===== src/hdl/cpu_isa_pkg.sv =====
//****************************************
// test processor instruction set
// opcodes, register selects, microword union, data pattern
//****************************************

package cpu_isa_pkg;

   localparam int PC_WIDTH = 8;

   typedef enum logic [3:0] {
      OP_NOP   = 4'd0,
      OP_WRITE = 4'd1,
      OP_READ  = 4'd2,
      OP_ADD   = 4'd3,
      OP_SUB   = 4'd4,
      OP_TST   = 4'd5,
      OP_CMP   = 4'd6,
      OP_JMP   = 4'd7,
      OP_DONE  = 4'd8,
      OP_FAULT = 4'd15
   } opcode_t;

   typedef enum logic [2:0] {
      R_NONE = 3'd0,
      R_A    = 3'd1,
      R_B    = 3'd2,
      R_C    = 3'd3,
      R_D    = 3'd4,
      R_I    = 3'd5,            // immediate
      R_DD   = 3'd7             // pattern for current address
   } reg_sel_t;

   typedef struct packed {
      opcode_t     op;
      reg_sel_t    dreg;
      reg_sel_t    sreg;
      logic [5:0]  spare;
      logic [31:0] imm;
   } alu_word_t;

   typedef struct packed {
      opcode_t     op;
      reg_sel_t    dreg;
      reg_sel_t    sreg;
      logic [7:0]  target;
      logic [29:0] cmp_val;     // zero extended on use
   } branch_word_t;

   typedef union packed {
      alu_word_t    alu;
      branch_word_t br;
   } microword_u;

   // inverted address in the upper half, address in the lower half
   function automatic logic [31:0] pattern_of(input logic [15:0] addr_lo);
      return {~addr_lo, addr_lo};
   endfunction

endpackage


===== src/hdl/microcode_rom.sv =====
//****************************************
// registered microcode rom
// fill, verify and finish program
//****************************************
`timescale 1ns/100ps

module microcode_rom import cpu_isa_pkg::*;
#(
   parameter int BLOCK_WORDS = 16
)
(
   input  logic                clk,
   input  logic                reset,
   input  logic [PC_WIDTH-1:0] addr,
   output microword_u          word
);

   localparam logic [29:0] BOUND = 30'(BLOCK_WORDS);

   function automatic microword_u alu_w(input opcode_t op, input reg_sel_t dreg,
                                        input reg_sel_t sreg, input logic [31:0] imm);
      microword_u w;
      w.alu.op    = op;
      w.alu.dreg  = dreg;
      w.alu.sreg  = sreg;
      w.alu.spare = '0;
      w.alu.imm   = imm;
      return w;
   endfunction

   function automatic microword_u br_w(input opcode_t op, input reg_sel_t dreg,
                                       input reg_sel_t sreg, input logic [7:0] target,
                                       input logic [29:0] cmp_val);
      microword_u w;
      w.br.op      = op;
      w.br.dreg    = dreg;
      w.br.sreg    = sreg;
      w.br.target  = target;
      w.br.cmp_val = cmp_val;
      return w;
   endfunction

   always_ff @(posedge clk)
   begin
      if (reset)
         word <= '0;
      else
      begin
         case (addr)
            8'h00: word <= alu_w(OP_ADD, R_A, R_NONE, 32'd0);          // a = 0
            8'h01: word <= alu_w(OP_ADD, R_B, R_NONE, 32'd0);          // b = 0 (count)
            8'h02: word <= alu_w(OP_ADD, R_D, R_DD, 32'd0);            // d = pattern
            8'h03: word <= alu_w(OP_WRITE, R_NONE, R_NONE, 32'd0);     // m[a] = d
            8'h04: word <= alu_w(OP_ADD, R_A, R_A, 32'd1);             // a++
            8'h05: word <= alu_w(OP_ADD, R_B, R_B, 32'd1);             // b++
            8'h06: word <= br_w(OP_CMP, R_B, R_I, 8'h08, BOUND);       // fill done
            8'h07: word <= br_w(OP_JMP, R_NONE, R_NONE, 8'h02, 30'd0);
            8'h08: word <= alu_w(OP_ADD, R_A, R_NONE, 32'd0);
            8'h09: word <= alu_w(OP_ADD, R_B, R_NONE, 32'd0);
            8'h0a: word <= alu_w(OP_READ, R_NONE, R_NONE, 32'd0);      // d = m[a]
            8'h0b: word <= br_w(OP_CMP, R_D, R_DD, 8'h0d, 30'd0);      // match skips fault
            8'h0c: word <= alu_w(OP_FAULT, R_NONE, R_NONE, 32'd0);
            8'h0d: word <= alu_w(OP_ADD, R_A, R_A, 32'd1);
            8'h0e: word <= alu_w(OP_ADD, R_B, R_B, 32'd1);
            8'h0f: word <= br_w(OP_CMP, R_B, R_I, 8'h11, BOUND);
            8'h10: word <= br_w(OP_JMP, R_NONE, R_NONE, 8'h0a, 30'd0);
            8'h11: word <= alu_w(OP_DONE, R_NONE, R_NONE, 32'd0);
            default: word <= br_w(OP_JMP, R_NONE, R_NONE, 8'h00, 30'd0);
         endcase
      end
   end

endmodule


===== config.mk =====
export PLATFORM = sky130hd
export DESIGN_NAME = microcode_rom
export DESIGN_NICKNAME = d
export VERILOG_FILES = /design/src/hdl/cpu_isa_pkg.sv /design/src/hdl/microcode_rom.sv
export SDC_FILE = /design/constraint.sdc
export NUM_CORES = 1
export LEC_CHECK = 0
export ABC_AREA = 1
export BUFFER_PORTS_ARGS = -buffer_cell sky130_fd_sc_hd__buf_2
export CAP_MARGIN = 20
export CORE_MARGIN = 4
export CORE_UTILIZATION = 47
export DETAILED_ROUTE_END_ITERATION = 8
export HOLD_SLACK_MARGIN = 0.12
export PLACE_DENSITY = 0.84
export RECOVER_POWER = 25
export SYNTH_ARGS = -nofsm -noshare
export SYNTH_HDL_FRONTEND = slang
export SYNTH_SLANG_ARGS = --single-unit

===== constraint.sdc =====
create_clock -name clk -period 1.25 [get_ports clk]
set_input_delay 0.0625 -clock clk [delete_from_list [all_inputs] [get_ports clk]]
set_output_delay 0.0625 -clock clk [all_outputs]
set_load 0.005 [all_outputs]

* Word-level counts from Yosys, hierarchy flattened
Memories as Yosys holds them, arrays and structs flattened. Index checks and enable logic that the tools add are counted.
Word-level totals: bits in registers 48, bits in latches 0, bits in writable memories 0, ROM bits 544, output and inout bits 48, logic and storage cells 7, memories kept 1
Cells by class: add/sub/neg operators 0, multipliers 0, div/mod/pow operators 0, order comparisons 0, equal/unequal tests 0, shifts and indexed selects 0, muxes and demuxes 1, bitwise gates (word level) 1, reductions and logical operators 2
Memory list:
- (no name shown) | depth 32, bits a word 17, rd ports 1, clocked after Yosys merged registers in 0, wr ports 0, line microcode_rom.sv:49 | case (addr)
Operators by type and width (count):
- 47-bit two-way mux | 1
- 3-bit logical NOT | 1
- 2-bit OR reduction | 1
- 1-bit NOT | 1

* Depth between registers and ports, before layout
depth after elaboration 3, gate-level depth with buffers 7, mapped depth without buffers 7

* Worst setup path after synthesis
No wires, ideal clock.
path kind input to register, start input addr[0], end register word[46] in the netlist's numbering, library setup time 0.070 ns, arrival 0.754 ns, slack 0.426 ns, stages on the path 7, path buffers 0, cells stage by stage inv_1 > ha_1 > nand2_1 > nand3_1 > nand2_1 > nand2_1 > a21oi_1
On the way: cells in the longest elaborated chain, start to end 2
RTL lines:
- start: declaration | line microcode_rom.sv:14 | input logic [PC_WIDTH-1:0] addr,
- memory 32 x 17 bit
- 47-bit two-way mux | line microcode_rom.sv:49
- end signal: assignment | line microcode_rom.sv:50 | 8'h00: word <= alu_w(OP_ADD, R_A, R_NONE, 32'd0);
- end signal: assignment | line microcode_rom.sv:51 | 8'h01: word <= alu_w(OP_ADD, R_B, R_NONE, 32'd0);
- end signal: assignment | line microcode_rom.sv:52 | 8'h02: word <= alu_w(OP_ADD, R_D, R_DD, 32'd0);
- end: declaration | line microcode_rom.sv:15 | output microword_u word
No other way between the ends. A chain may end at the register's enable or synchronous reset.

* Final worst setup path
start input addr[2], end register word[45] in the netlist's numbering
Same word-level chain as after synthesis.

==> flow_summary.yaml <==
final_layout:
  antenna_cells: 0
  multi_input_area_um2: 528
  nets: 179
  largest_reg_flops: 17
  area.growth.synth_to_final_pct: 9.11
  top_register: "word"
  top_regs: "word: 17 flops"
  regArea_um2: 340
  fill_cells: 205
  final_area_um2: 1140
  drive_gt1_frac: 0.252
grt:
  grt_max_degree: 14
  grt_use_total: 0.131
  grt_pass1_wl_um: 2840
  grt_pass1_vias: 697
  overflow: 0
  antenna_found_initial: 0
sta:
  fin_ws_ns: 0.0442
  fin_crit_sh: 0.965
  fmax_ghz: 0.829
  rsz0062_at_grt: "false"
  fin_tns_setup_ns: 0
  whs_ns: 0.126
  finalSetupViolCount: 0
  fin_crit_ns: 1.21
  hold_viol: 0
  drv_slew: 0
synthesis:
  ys_ff_latch: 17
  ys_seq_area_frac: 0.326
  ys.flop_type: "dfxtp_1"
  ys_async_sr_fraction: 0
  synth_cells: 132
  yosysWarnings: 0
  synth.avg_cell_area_um2: 7.91
  syn-cell-area_um2: 1040
  synth_edf_count: 0
  synth_top_area_share: 0.326
  synth_area_leaders: "dfxtp_1 33%, buf_4 23%, nand2_1 8.3%"
  synth.distinct_cells: 22
  synth_area_leader_cell: "dfxtp_1"
route:
  vias: 850
  drc: 0
  dr.first_iter.drc_count: 12
  first_pass_iters: 4
  detail_route.wl_per_cell_um: 10.8
  drt_wl_total_um: 2050
  drtAntennaViolNets: 0
  vias_per_cell: 4.47
worst_setup_path:
  required_ns: 1.44
  start_kind: "primary input"
  end_kind: "register"
  critPathKind: "primary input to register"
  cp.arrival_ns: 1.40
  critPathMaxFanout: 12
run:
  max-cap-violations: 0
die:
  start_util: 0.511
  core-area_um2: 2040
  die_y_um: 55.1
  pin_count: 58
  dieArea_um2: 3040
  die_x_um: 55.1
  floorplan.rows: 16
placement:
  dp_hpwl_um: 1590
  dp_slack_ns: 0.148
  io_buffer_count: 26
  gp_congestion: 0.949
  place_area_um2: 1070
clock_tree:
  cts_tree: "built"
  clkTransAtPathRegs_ns: 0.09
  htreeDepth: 1
  clock_sink_count: 17
  numCtsBuffers: 3
  cts_root_buf: "clkbuf_4"
  cts_setup_buffers: 0
  cts_buffer_depth: 2
power_and_ir_drop:
  power.total_mw: 1.03
  irDropWorstVdd_v: 0.000425
  power_density_nw_per_um2: 900
  leakagePower_nw: 0.574
status:
  status: "finished clean"
hold_path:
  hp-class: "primary input to register"
## cells in the mapped netlist, types with 2 or more instances
cell and instances:
o21ai_1 4, nand2_2 2, nand3_1 7, a21oi_1 7, o22ai_1 2, dfxtp_1 17, buf_4 32, nor2_1 7
nor3_1 5, nand2_1 23, ha_1 5, inv_1 5, inv_2 6, nor2_4 2
## critical path, cell delays in order
cell and delay, ns:
dlygate4sd3_1 0.54, buf_4 0.19, nor2_2 0.16, nand2_1 0.09
a21oi_2 0.18, nand2_1 0.07, nand2_1 0.06, inv_1 0.04
## timing repair
item | CTS | global route
gates resized for setup | 0 | 5
endpoints found under the hold margin | 7 | 0
hold buffers | 4 | 0
setup endpoints to repair | 0 | 5
## cell families (layout without fill, tap and decap cells)
logic type / count (synthesis) / in the layout / synth area share
other cells: 1 / 31 / 0.00359
simple gates: 49 / 49 / 0.237
compound gates: 16 / 16 / 0.0923
flops: 17 / 17 / 0.326
buf+inv: 44 / 45 / 0.281
fa+ha+maj: 5 / 5 / 0.0600
## layout make-up
cell class                 count  area share
sequential                    17       0.299
inverter                      11      0.0385
multi-input combinational    101       0.464
timing repair buffer          30       0.146
clock buffer                   4      0.0231
tap                           27      0.0297
## final timing paths
path	cells after the start	from	endpoint
worst max-delay path	8	addr[2]	word[45]
worst min-delay path	4	addr[5]	word[30]
## power breakdown
group	internal (mW)	switching [mW]	total, mW	leakage, nW
clock	0.124	0.163	0.287	0.0150
combinational	0.0605	0.126	0.186	0.420
sequential	0.550	0.00183	0.552	0.138
## layout by cell type (no fill, tap or decap)
master and n:
conb_1 31, nand2_1 22, buf_2 20, dfxtp_1 17
nand3_1 7, a21oi_1 7, nor2_1 6, clkbuf_1 6
inv_1 5, nor3_1 5, inv_2 5, ha_1 5
o21ai_1 4, dlygate4sd3_1 4, nand2_2 3, clkbuf_4 3
nor2_4 2, o22ai_1 2, nor2_2 2, inv_4 1
nand4_4 1, a211oi_1 1, nor3b_2 1, a21oi_2 1
a211oi_2 1, buf_4 1
## stage by stage
step                std cells  utilization
finish                    190        0.558
global route              190        0.558
CTS                       190        0.556
detailed placement        182        0.523
global placement          182        0.523
floorplan                 162            -
## metal layers
| metal | GRT usage | wire length [um] | vias up | share of wire |
|---|---|---|---|---|
| met1 | 0.136 | 739 | 369 | 0.36 |
| li1 | - | - | 423 | - |
| met4 | 0.0891 | 34 | 0 | 0.017 |
| met2 | 0.230 | 1050 | 53 | 0.51 |
| met5 | 0 | 0 | - | 0 |
| met3 | 0.0322 | 226 | 5 | 0.11 |
Note: power is estimated with default switching activity, not from simulation.
